File: config.mk
export PLATFORM = sky130hd
export DESIGN_NAME = fdivTop
export DESIGN_NICKNAME = d
export VERILOG_FILES = /design/src/source/fdivPkg.sv /design/src/source/mantDivR8.sv /design/src/source/expSpecial.sv /design/src/source/normPack.sv /design/src/source/fdivTop.sv
export VERILOG_INCLUDE_DIRS = /design/src /design/src/source
export SDC_FILE = /design/constraint.sdc
export NUM_CORES = 1
export LEC_CHECK = 0
export ABC_AREA = 1
export BUFFER_PORTS_ARGS = -buffer_cell sky130_fd_sc_hd__buf_4
export CAP_MARGIN = 20
export CORE_MARGIN = 8
export CORE_UTILIZATION = 45
export CTS_CLUSTER_DIAMETER = 150
export CTS_CLUSTER_SIZE = 40
export DETAILED_ROUTE_END_ITERATION = 6
export GPL_TIMING_DRIVEN = 0
export SYNTH_ARGS = -nofsm -noshare
export SYNTH_HDL_FRONTEND = slang
export SYNTH_SLANG_ARGS = --single-unit
File: constraint.sdc
create_clock -name clk -period 8.91 [get_ports clk]
set_input_delay 0 -clock clk [delete_from_list [all_inputs] [get_ports clk]]
set_output_delay 0 -clock clk [all_outputs]
set_load 0.1 [all_outputs]
File: src/source/fdiv_consts.svh
// Constants for the binary32 floating-point divider
// Format field widths, exponent bias, divider iteration count and latency
`ifndef FDIV_CONSTS_SVH
`define FDIV_CONSTS_SVH

`define FDIV_EXP_W 8                // Biased exponent field
`define FDIV_FRAC_W 23              // Stored fraction field
`define FDIV_MANT_W 24              // Significand including the hidden one

`define FDIV_BIAS 127               // Exponent bias of binary32

// Three quotient bits retire per cycle, 48 bits in total
`define FDIV_ITER 16

`define FDIV_LATENCY 18             // Start edge to done strobe, in clocks

`define FDIV_QNAN 32'h7FC0_0000     // Canonical quiet NaN, payload not kept

`endif

File: src/source/fdivPkg.sv
// Shared types of the floating-point divider
// Packed word, working exponent, significand, quotient, flags and FSM states
`include "fdiv_consts.svh"

package fdivPkg;

	typedef logic [`FDIV_EXP_W+`FDIV_FRAC_W:0] float_t;   // Sign, exponent, fraction
	typedef logic signed [`FDIV_EXP_W+1:0] exp_t;       // Two guard bits for range checks
	typedef logic [`FDIV_MANT_W-1:0] mant_t;             // Hidden bit on top
	typedef logic [2*`FDIV_MANT_W-1:0] quot_t;           // Raw divider output

	// Flag order from the top bit: invalid, divByZero, overflow, underflow, inexact
	typedef logic [4:0] flags_t;

	typedef enum logic [1:0] {
		scNormal,                                        // Result comes from the datapath
		scZero,                                          // Signed zero
		scInf,                                           // Signed infinity
		scNaN                                            // Canonical quiet NaN
	} specClass_t;

	typedef enum logic [1:0] {
		dsIdle,                                          // Waiting for start
		dsRun,                                           // Iterating
		dsDone                                           // Remainder check and done strobe
	} divState_t;

endpackage

File: src/source/mantDivR8.sv
// Radix-8 non-restoring significand divider
// Retires three quotient bits per clock over 16 cycles and reports
// the full 48-bit quotient plus whether the final remainder is nonzero
`timescale 1ns/1ps
`include "fdiv_consts.svh"

module mantDivR8 (
	input  logic clk,
	input  logic arstN,
	input  logic start,
	input  fdivPkg::mant_t divd,
	input  fdivPkg::mant_t dvsr,
	output fdivPkg::quot_t quot,
	output logic remNz,
	output logic mantDone,
	output logic busy
);
	// Partial remainder needs a sign bit and one bit of headroom for 2r
	typedef logic [`FDIV_MANT_W+1:0] rem_t;
	typedef logic [$clog2(`FDIV_ITER)-1:0] cnt_t;

	fdivPkg::divState_t state;              // Control FSM
	cnt_t iterCnt;                          // Iterations still to run
	fdivPkg::quot_t qReg;                   // Dividend bits out on top, quotient bits in below
	rem_t rem;                              // Partial remainder, two's complement
	fdivPkg::mant_t dvsrReg;                // Divisor held for the whole operation
	rem_t rem1;
	rem_t rem2;
	rem_t rem3;
	rem_t remFix;                           // Remainder after the final correction

	// One non-restoring step: shift in the next dividend bit, then add or subtract
	function automatic rem_t nrStep(input rem_t r, input logic bitIn, input fdivPkg::mant_t d);
		rem_t shifted;
		rem_t dExt;
		shifted = {r[`FDIV_MANT_W:0], bitIn};        // Top bit always equals the sign, so 2r fits
		dExt = rem_t'(d);
		nrStep = r[$high(r)] ? shifted + dExt : shifted - dExt;
	endfunction

	assign rem1 = nrStep(rem, qReg[$high(qReg)], dvsrReg);       // First step of the cycle
	assign rem2 = nrStep(rem1, qReg[$high(qReg)-1], dvsrReg);
	assign rem3 = nrStep(rem2, qReg[$high(qReg)-2], dvsrReg);    // Third step, stored back

	// A negative final remainder is short by one divisor
	assign remFix = rem[$high(rem)] ? rem + rem_t'(dvsrReg) : rem;

	assign quot = qReg;
	assign busy = (state != fdivPkg::dsIdle);   // Drops in the cycle mantDone is high

	always_ff @(posedge clk or negedge arstN) begin
		if (!arstN) begin
			state    <= fdivPkg::dsIdle;
			iterCnt  <= '0;
			mantDone <= 1'b0;
		end else begin
			mantDone <= 1'b0;                       // Strobe lasts one cycle
			unique case (state)
				fdivPkg::dsIdle: begin
					if (start) begin                    // A start while busy never reaches here
						state   <= fdivPkg::dsRun;
						iterCnt <= cnt_t'(`FDIV_ITER - 1);
					end
				end
				fdivPkg::dsRun: begin
					if (iterCnt == '0)
						state <= fdivPkg::dsDone;       // Last step retired on this edge
					else
						iterCnt <= iterCnt - 1'b1;
				end
				fdivPkg::dsDone: begin
					state    <= fdivPkg::dsIdle;
					mantDone <= 1'b1;                   // 17 edges after the start edge
				end
				default: state <= fdivPkg::dsIdle;
			endcase
		end
	end

	always_ff @(posedge clk) begin
		if (state == fdivPkg::dsIdle && start) begin
			qReg    <= {divd, {`FDIV_MANT_W{1'b0}}};  // Dividend on top, zeros extend the quotient
			rem     <= '0;
			dvsrReg <= dvsr;
		end else if (state == fdivPkg::dsRun) begin
			// Quotient bits are the inverted remainder signs, oldest step highest
			qReg <= {qReg[$high(qReg)-3:0], ~rem1[$high(rem1)], ~rem2[$high(rem2)],
				~rem3[$high(rem3)]};
			rem  <= rem3;
		end
		if (state == fdivPkg::dsDone)
			remNz <= |remFix;                       // Only sticky information leaves the block
	end

endmodule

File: src/source/expSpecial.sv
// Exponent and special-case unit of the floating-point divider
// Classifies both operands, decides the special result class and
// holds the sign and biased exponent difference until the next start
`timescale 1ns/1ps
`include "fdiv_consts.svh"

module expSpecial (
	input  logic clk,
	input  logic arstN,
	input  logic start,
	input  fdivPkg::float_t a,
	input  fdivPkg::float_t b,
	output logic resSign,
	output fdivPkg::exp_t resExp,
	output fdivPkg::specClass_t specClass,
	output fdivPkg::flags_t specFlags
);
	logic [`FDIV_EXP_W-1:0] aExp;
	logic [`FDIV_EXP_W-1:0] bExp;
	logic [`FDIV_FRAC_W-1:0] aFrac;
	logic [`FDIV_FRAC_W-1:0] bFrac;
	logic aZero;
	logic bZero;
	logic aInf;
	logic bInf;
	logic aNaN;
	logic bNaN;
	fdivPkg::specClass_t decClass;        // Class picked for this operand pair
	logic decInvalid;
	logic decDivZero;
	fdivPkg::exp_t expDiff;

	assign aExp  = a[`FDIV_FRAC_W +: `FDIV_EXP_W];
	assign bExp  = b[`FDIV_FRAC_W +: `FDIV_EXP_W];
	assign aFrac = a[`FDIV_FRAC_W-1:0];
	assign bFrac = b[`FDIV_FRAC_W-1:0];

	// Subnormals have a zero exponent field and count as zero
	assign aZero = (aExp == '0);
	assign bZero = (bExp == '0);
	assign aInf  = (aExp == '1) && (aFrac == '0);
	assign bInf  = (bExp == '1) && (bFrac == '0);
	assign aNaN  = (aExp == '1) && (aFrac != '0);
	assign bNaN  = (bExp == '1) && (bFrac != '0);

	// Unnormalized result exponent, the normalize stage may still take one off
	assign expDiff = fdivPkg::exp_t'({2'b00, aExp}) - fdivPkg::exp_t'({2'b00, bExp})
		+ fdivPkg::exp_t'(`FDIV_BIAS);

	always_comb begin
		decClass   = fdivPkg::scNormal;
		decInvalid = 1'b0;
		decDivZero = 1'b0;
		if (aNaN || bNaN || (aZero && bZero) || (aInf && bInf)) begin
			decClass   = fdivPkg::scNaN;          // Any NaN in, 0/0 and inf/inf
			decInvalid = 1'b1;
		end else if (aInf) begin
			decClass = fdivPkg::scInf;            // inf over finite, zero divisor included
		end else if (bZero) begin
			decClass   = fdivPkg::scInf;          // Finite nonzero over zero
			decDivZero = 1'b1;
		end else if (bInf || aZero) begin
			decClass = fdivPkg::scZero;           // Finite over inf, or zero over nonzero
		end
	end

	always_ff @(posedge clk or negedge arstN) begin
		if (!arstN) begin
			specClass <= fdivPkg::scNormal;
			specFlags <= '0;
		end else if (start) begin
			specClass <= decClass;
			specFlags <= {decInvalid, decDivZero, 3'b000};   // Range and inexact flags come later
		end
	end

	always_ff @(posedge clk) begin
		if (start) begin
			resSign <= a[$high(a)] ^ b[$high(b)];   // Also used for signed zero and inf
			resExp  <= expDiff;
		end
	end

endmodule

File: src/source/normPack.sv
// Normalize-and-pack stage of the floating-point divider
// Normalizes the raw quotient by one place, truncates toward zero,
// checks the exponent range and registers the packed word and flags
`timescale 1ns/1ps
`include "fdiv_consts.svh"

module normPack (
	input  logic clk,
	input  logic arstN,
	input  logic mantDone,
	input  fdivPkg::quot_t quot,
	input  logic remNz,
	input  logic resSign,
	input  fdivPkg::exp_t resExp,
	input  fdivPkg::specClass_t specClass,
	input  fdivPkg::flags_t specFlags,
	output fdivPkg::float_t result,
	output fdivPkg::flags_t flags,
	output logic done
);
	logic hiBit;                                // Quotient is 1.x rather than 0.1x
	fdivPkg::exp_t normExp;
	logic [`FDIV_FRAC_W-1:0] frac;
	logic inexact;
	logic expOvf;
	logic expUnf;
	fdivPkg::float_t packWord;
	fdivPkg::flags_t packFlags;

	// Significand ratio lies in (0.5, 2), so the leading one sits at bit 24 or 23
	assign hiBit   = quot[`FDIV_MANT_W];
	assign normExp = hiBit ? resExp : resExp - fdivPkg::exp_t'(1);
	assign frac    = hiBit ? quot[`FDIV_MANT_W-1:1] : quot[`FDIV_FRAC_W-1:0];

	// Only the 1.x case drops a quotient bit, the remainder covers the rest
	assign inexact = (hiBit & quot[0]) | remNz;

	assign expOvf = (normExp >= fdivPkg::exp_t'((1 << `FDIV_EXP_W) - 1));
	assign expUnf = (normExp <= fdivPkg::exp_t'(0));

	always_comb begin
		unique case (specClass)
			fdivPkg::scNaN: begin
				packWord  = `FDIV_QNAN;
				packFlags = specFlags;
			end
			fdivPkg::scInf: begin
				packWord  = {resSign, {`FDIV_EXP_W{1'b1}}, {`FDIV_FRAC_W{1'b0}}};
				packFlags = specFlags;                          // divByZero when the divisor was zero
			end
			fdivPkg::scZero: begin
				packWord  = {resSign, {(`FDIV_EXP_W+`FDIV_FRAC_W){1'b0}}};
				packFlags = specFlags;
			end
			default: begin
				if (expOvf) begin
					packWord  = {resSign, {`FDIV_EXP_W{1'b1}}, {`FDIV_FRAC_W{1'b0}}};
					packFlags = 5'b00101;                       // Overflow and inexact
				end else if (expUnf) begin
					packWord  = {resSign, {(`FDIV_EXP_W+`FDIV_FRAC_W){1'b0}}};
					packFlags = 5'b00011;                       // Flushed to zero, underflow and inexact
				end else begin
					packWord  = {resSign, normExp[`FDIV_EXP_W-1:0], frac};
					packFlags = {4'b0000, inexact};
				end
			end
		endcase
	end

	always_ff @(posedge clk or negedge arstN) begin
		if (!arstN) begin
			result <= '0;
			flags  <= '0;
			done   <= 1'b0;
		end else begin
			done <= mantDone;                   // One clock behind the divider strobe
			if (mantDone) begin
				result <= packWord;             // Held until the next operation finishes
				flags  <= packFlags;
			end
		end
	end

endmodule

File: src/source/fdivTop.sv
// Single-precision floating-point divider, top level
// Joins the radix-8 significand divider, the exponent and special-case
// unit and the normalize-and-pack stage behind a start/done handshake
`timescale 1ns/1ps

module fdivTop (
	input  logic clk,
	input  logic arstN,
	input  logic start,
	input  fdivPkg::float_t a,
	input  fdivPkg::float_t b,
	output fdivPkg::float_t result,
	output fdivPkg::flags_t flags,
	output logic done,
	output logic busy
);
	fdivPkg::mant_t aMant;                  // Significands with the hidden one restored
	fdivPkg::mant_t bMant;
	logic startAcc;                         // Start that the divider will take
	fdivPkg::quot_t quot;
	logic remNz;
	logic mantDone;
	logic resSign;
	fdivPkg::exp_t resExp;
	fdivPkg::specClass_t specClass;
	fdivPkg::flags_t specFlags;

	// Zero exponent field means zero or subnormal, both read as zero
	assign aMant = (|a[30:23]) ? {1'b1, a[22:0]} : '0;
	assign bMant = (|b[30:23]) ? {1'b1, b[22:0]} : '0;

	// Keeps the exponent unit on the operation the divider is running
	assign startAcc = start & ~busy;

	mantDivR8 u_mantDiv (
		.clk     (clk),
		.arstN   (arstN),
		.start   (start),
		.divd    (aMant),
		.dvsr    (bMant),
		.quot    (quot),
		.remNz   (remNz),
		.mantDone(mantDone),
		.busy    (busy)
	);

	expSpecial u_expSpecial (
		.clk      (clk),
		.arstN    (arstN),
		.start    (startAcc),
		.a        (a),
		.b        (b),
		.resSign  (resSign),
		.resExp   (resExp),
		.specClass(specClass),
		.specFlags(specFlags)
	);

	normPack u_normPack (
		.clk      (clk),
		.arstN    (arstN),
		.mantDone (mantDone),
		.quot     (quot),
		.remNz    (remNz),
		.resSign  (resSign),
		.resExp   (resExp),
		.specClass(specClass),
		.specFlags(specFlags),
		.result   (result),
		.flags    (flags),
		.done     (done)
	);

endmodule

Word level (Yosys, flattened, before mapping)
Index checks and enable logic that the tools add are counted.
- bits of input ports: 67
- register bits after elaboration: 159
- output and inout port bits: 39
- logic and storage cells: 106
- bitwise gates (word level): 8
- equality and inequality tests: 10
- $lt $le $gt $ge: 2
- reduce and logical (&&, ||, !) cells: 28
- add/sub/neg operators: 11
- multiplexer cells: 31
- operators by type and width (kind ; count):
    adder 26 x 24 -> 26 bit ; 4
    2-to-1 mux 26 bit ; 4
    2-to-1 mux 48 bit ; 2
    one-hot mux 32 bit (3 select lines) ; 1
    subtractor 26 x 24 -> 26 bit ; 3
    2-to-1 mux 31 bit ; 2
    2-to-1 mux 24 bit ; 2
    logical NOT 23 bit ; 2
    nonzero test 23 bit ; 2
    OR reduction 26 bit ; 1
    2-to-1 mux 23 bit ; 1
    == test 8 bit (second input constant) ; 2
    logical NOT 8 bit ; 2
    OR reduction 8 bit ; 2
    2-to-1 mux 2 bit ; 6
    adder 10 x 8 -> 10 bit (second input constant) ; 1
    >= comparator 10 x 9 -> 1 bit (second input constant) ; 1
    <= comparator 10 x 1 -> 1 bit (second input constant) ; 1
    2-to-1 mux 10 bit ; 1
    2-to-1 mux 5 bit ; 2
    subtractor 10 x 2 -> 10 bit (second input constant) ; 1
    subtractor 8 x 8 -> 9 bit ; 1
    2-to-1 mux 4 bit ; 2
    one-hot mux 4 bit (2 select lines) ; 1
    other kinds (19) ; 43

Longest topological paths before layout
- depth in word-level cells: 9
- gate-level depth with buffers: 65
- mapped depth without buffers: 63

By module
From an unflattened synthesis, not the netlist that was laid out.
- cell total of the unflattened synthesis: 2150
- area, all modules: 14742.9 um^2
- by module, submodules not included (module ; times used ; area an instance (um^2) ; sequential area each (um^2) ; cells an instance):
    mantDivR8 ; 1 ; 10364.9 ; 2647.5 ; 1474
    normPack ; 1 ; 2409.8 ; 950.9 ; 339
    expSpecial ; 1 ; 1487.7 ; 430.4 ; 223
    fdivTop ; 1 ; 480.5 ; 0.0 ; 114

Least setup slack after synthesis
OpenSTA, ideal clock, no wires.
- path kind: register -> register
- start point: register u_mantDiv.dvsrReg[0]
- end point: register u_mantDiv.rem[16]
- stages on the path, launching flop included: 54
- slack: 1.631 ns
- arrival time: 7.224 ns
- library setup time: 0.056 ns
- cell sequence: edfxtp_1 -> inv_1 -> ha_1 -> nand3_2 -> nor2_1 -> inv_2 -> nor2_2 -> nand2_1 -> or2_4 -> nor2_2 -> nand2_1 -> nor2_2 -> inv_2 -> nor2_2 -> inv_2 -> nor2_4 -> nand3_2 -> xnor2_2 -> [18 not listed] -> o21ai_1 -> a21oi_1 -> inv_1 -> nand2_4 -> nand2_8 -> inv_2 -> buf_6 -> o21ai_2 -> ha_1 -> nand2_1 -> o21ai_0 -> a21o_1 -> a21oi_1 -> o21ai_0 -> a31oi_1 -> or2_2 -> a31o_2 -> inv_1
- word-level cells in the longest chain between the ends: 6
- RTL lines (what ; RTL line ; RTL):
    from (decl) ; mantDivR8.sv:26 ; fdivPkg::mant_t dvsrReg;
    from (signal assigned) ; mantDivR8.sv:84 ; dvsrReg <= dvsr;
    subtractor 26 x 24 -> 26 bit / adder 26 x 24 -> 26 bit (equally long branches) ; mantDivR8.sv:38 ; nrStep = r[$high(r)] ? shifted + dExt : shifted - dExt;
    2-to-1 mux 26 bit ; mantDivR8.sv:38 ;
    subtractor 26 x 24 -> 26 bit / adder 26 x 24 -> 26 bit (equally long branches) ; mantDivR8.sv:38 ;
    2-to-1 mux 26 bit ; mantDivR8.sv:38 ;
    subtractor 26 x 24 -> 26 bit / adder 26 x 24 -> 26 bit (equally long branches) ; mantDivR8.sv:38 ;
    2-to-1 mux 26 bit * ; mantDivR8.sv:38 ;
    to (signal assigned) ; mantDivR8.sv:89 ; rem <= rem3;
    to (decl) ; mantDivR8.sv:25 ; rem_t rem;
Mark *: on every way between the ends. The rest lies on a longest branch, timed or not.
A chain may end at the register's enable or synchronous reset.

Final worst setup path
- start point: register u_mantDiv.rem[25]
- end point: register u_mantDiv.rem[22]
- word-level cells in the longest chain between the ends: 5
- RTL lines (what ; RTL line):
    2-to-1 mux 26 bit * ; mantDivR8.sv:38
    subtractor 26 x 24 -> 26 bit / adder 26 x 24 -> 26 bit (equally long branches) ; mantDivR8.sv:38
    2-to-1 mux 26 bit * ; mantDivR8.sv:38
    subtractor 26 x 24 -> 26 bit / adder 26 x 24 -> 26 bit (equally long branches) ; mantDivR8.sv:38
    2-to-1 mux 26 bit * ; mantDivR8.sv:38
Marked as above.

==> impl_metrics.tcl <==
set metrics [dict create \
    remaining_drc_errors 0 \
    r2r_setup_slack_ns 0.47 \
    worst_skew_pair.late_latency_ns 0.44 \
    fillCellCount 3086 \
    whs_path_depth 3 \
    vias_per_cell 5.40 \
    grt_pass1_vias 14000 \
    core_area_um2 30600 \
    synth_top_area_share_pct 12.9 \
    synth_cell_types 56 \
    synth_common_cells "472 x nand2_1, 266 x inv_1, 177 x o21ai_0" \
    post-synth-top-count-cell "nand2_1" \
    min_period_over_period_pct 94.7 \
    ys.flop_type "edfxtp_1" \
    hp-class "in2reg" \
    rsz0062_at_grt "true" \
    worst_slew_pin_slew_ns 0.835 \
    max_stage_delay_ns 0.62 \
    cp-start-kind "flip-flop" \
    antennaDiodeCount 0 \
    dpl_cell_area_um2 15200 \
    layoutNonFillerInstCount 2601 \
    clock_skew_ns 0.0161 \
    yosysSeqAreaShare_pct 28.9 \
    grt_remaining_overflow 0 \
    cts_tree "yes" \
    cp_common_cell "nand2_1" \
    grt_max_degree 50 \
    dp.cells 2504 \
    synth_top_cell_by_area "edfxtp_1" \
    drv_cap 0 \
    end_kind "flip-flop" \
    ys_warn_count 0 \
    synthTopCellsByArea "edfxtp_1 13%, nand2_1 13%, ha_1 10%" \
    wl_um 46600 \
    rows 64 \
    syn_area_um2 13900 \
    multi_input_area_um2 8750 \
    grt_pass1_wl_um 72900 \
    io_buffers 105 \
    syn_nets 2187 \
    cts_root_buf "clkbuf_16" \
    final-seq-area_um2 4030 \
    die_area_um2 36900 \
    status "finished clean" \
    crit_slowest_cell "buf_1" \
    async_flop_share_pct 30.8 \
    numCtsBuffers 17 \
    numClockSinks 159 \
    slew-limit-headroom_pct 44.3 \
    finalNetCount 2376 \
    finalSetupViolations 0 \
    synth_edf_count 60 \
    gr-usage-all-layers_pct 25.3 \
    arrival_ns 8.78 \
    die_w_um 192 \
    first_iter_violations 855 \
    fmax_ghz 0.118 \
    final_max_slew_viol_count 0 \
    worstSetupPathType "reg2reg" \
    hpwl_um 37800 \
    cts.htree.levels 4 \
    r2r_start "u_mantDiv.rem[25]" \
    fin_hold_ws_ns 0.0292 \
    rr_endpoint "u_mantDiv.rem[22]" \
    reg2reg_depth 39 \
    place.gp.congestion 0.943 \
    max-clock-path-buffers 2 \
    io-pin-count 106 \
    fin_crit_ns 8.44 \
    holdCritStartpoint "a[23]" \
    synth_cells 2003 \
    die_h_um 192 \
    dr.pass1.iters 5 \
    worstPathRequired_ns 9.25 \
    start_util_pct 45.6 \
    ant_nets 0 \
    hold_viol 0 \
    stdcell_area_um2 16600 \
    drive_gt1_share_pct 12.5 \
    antenna_found_initial 0 \
    min_to "u_expSpecial.resExp[0]" \
    synth_seq_cells 159 \
    syn2layout_area_growth_pct 18.8 \
    clk_pin_slew_ns 0.07 \
    tns_ns 0 \
    num_vias 14000 \
    avgRoutedWirePerCell_um 17.9 \
    synth_area_per_cell_um2 6.96 \
    cp_max_fo 10 \
]
==> registers in the layout, indices dropped and copies added, names as in the netlist <==
name	cells
u_expSpecial.specFlags	2
u_normPack.flags	5
u_mantDiv.state	2
u_expSpecial.resExp	10
u_mantDiv.remNz	1
u_normPack.done	1
u_normPack.result	32
u_mantDiv.dvsrReg	24
u_expSpecial.resSign	1
u_mantDiv.mantDone	1
u_mantDiv.iterCnt	4
u_expSpecial.specClass	2
u_mantDiv.quot	48
u_mantDiv.rem	26
==> worst max-delay path by stage <==
stage / from / to / slack (ns) / cells past startpoint
floorplan: u_mantDiv.dvsrReg[0] / u_mantDiv.rem[16] / 1.63 / 53
global placement: u_mantDiv.dvsrReg[1] / u_mantDiv.rem[16] / -0.67 / 52
detailed placement: u_mantDiv.dvsrReg[1] / u_mantDiv.rem[16] / -0.59 / 52
CTS: u_mantDiv.dvsrReg[1] / u_mantDiv.rem[22] / 0.06 / 53
global route: u_mantDiv.dvsrReg[1] / u_mantDiv.rem[25] / -0.07 / 62
finish: u_mantDiv.rem[25] / u_mantDiv.rem[22] / 0.47 / 39
==> placed cells by master, fill, tap and decap left out, drive strengths merged, types with 3 or more instances in the layout <==
cell type	netlist	routed
a211oi	5	5
a21boi	5	5
a21o	9	9
a21oi	136	136
a31o	6	6
a31oi	14	14
a32o	4	4
buf	20	142
clkbuf	37	55
clkinv	3	5
dfrtp	49	49
dfxtp	50	50
dlygate4sd3	0	50
edfxtp	60	60
fa	5	5
ha	112	112
inv	275	283
nand2	484	484
nand3	86	86
nand3b	3	3
nand4	25	25
nor2	175	175
nor3	21	21
nor4	17	17
o211ai	7	7
o21a	3	3
o21ai	213	213
o21bai	13	13
o22ai	29	29
o31ai	5	5
o41ai	9	9
or2	9	9
xnor2	54	54
xor2	52	52
==> stage by stage <==
| stage | worst slack (ns) | utilization (%) |
|---|---|---|
| after floorplan | 1.63 | - |
| after global placement | -0.669 | 49.8 |
| after detailed placement | -0.593 | 49.8 |
| after CTS | 0.0644 | 53.3 |
| after global routing | -0.0724 | 54.2 |
| final | 0.468 | 54.2 |
==> critical path: cells and delay by family (launching register included) <==
family	cells	cell delay, ns
and+or+nand+nor	13	1.62
AOI/OAI and AO/OA	14	2.64
DFF	1	0.44
adders and majority gates	3	1.15
buffers and inverters	7	2.05
xor gates and xnor gates	2	0.41
==> cell families after synthesis <==
kind of cell / after synthesis / share of synthesized area (%)
adder cells (fa/ha/maj): 117 / 10.8
AO/OA/AOI/OAI: 465 / 19.0
XOR/XNOR: 106 / 6.71
buffers and inverters: 335 / 9.38
AND/OR/NAND/NOR: 821 / 25.3
flip-flops: 159 / 28.9
==> cell type report <==
type / instances / area share (%)
Buffer: 57 / 1.68
Clock buffer: 20 / 2.70
Multi-Input combinational cell: 1509 / 52.8
Inverter: 278 / 6.33
Tap cell: 396 / 2.99
Timing Repair Buffer: 170 / 8.46
Clock inverter: 12 / 0.725
Sequential cell: 159 / 24.3
==> layer usage <==
layer / track usage, % / vias to the layer above / wire (µm)
li1: - / 7063 / -
met1: 31.6 / 6547 / 20800
met2: 44.5 / 360 / 22400
met3: 2.76 / 67 / 1950
met4: 9.37 / 0 / 1380
met5: 0 / - / 0
==> timing repair <==
| action | CTS | global route |
|---|---|---|
| endpoints found under the hold margin | 97 | 0 |
| gates resized for setup | 7 | 52 |
| setup buffers | 1 | 14 |
| hold buffers | 50 | 0 |
| setup endpoints to repair | 15 | 19 |
| pin swaps | 1 | 7 |
Power is not shown: default switching activity piles up to over one toggle a cycle in this logic, so the estimate is an artifact.
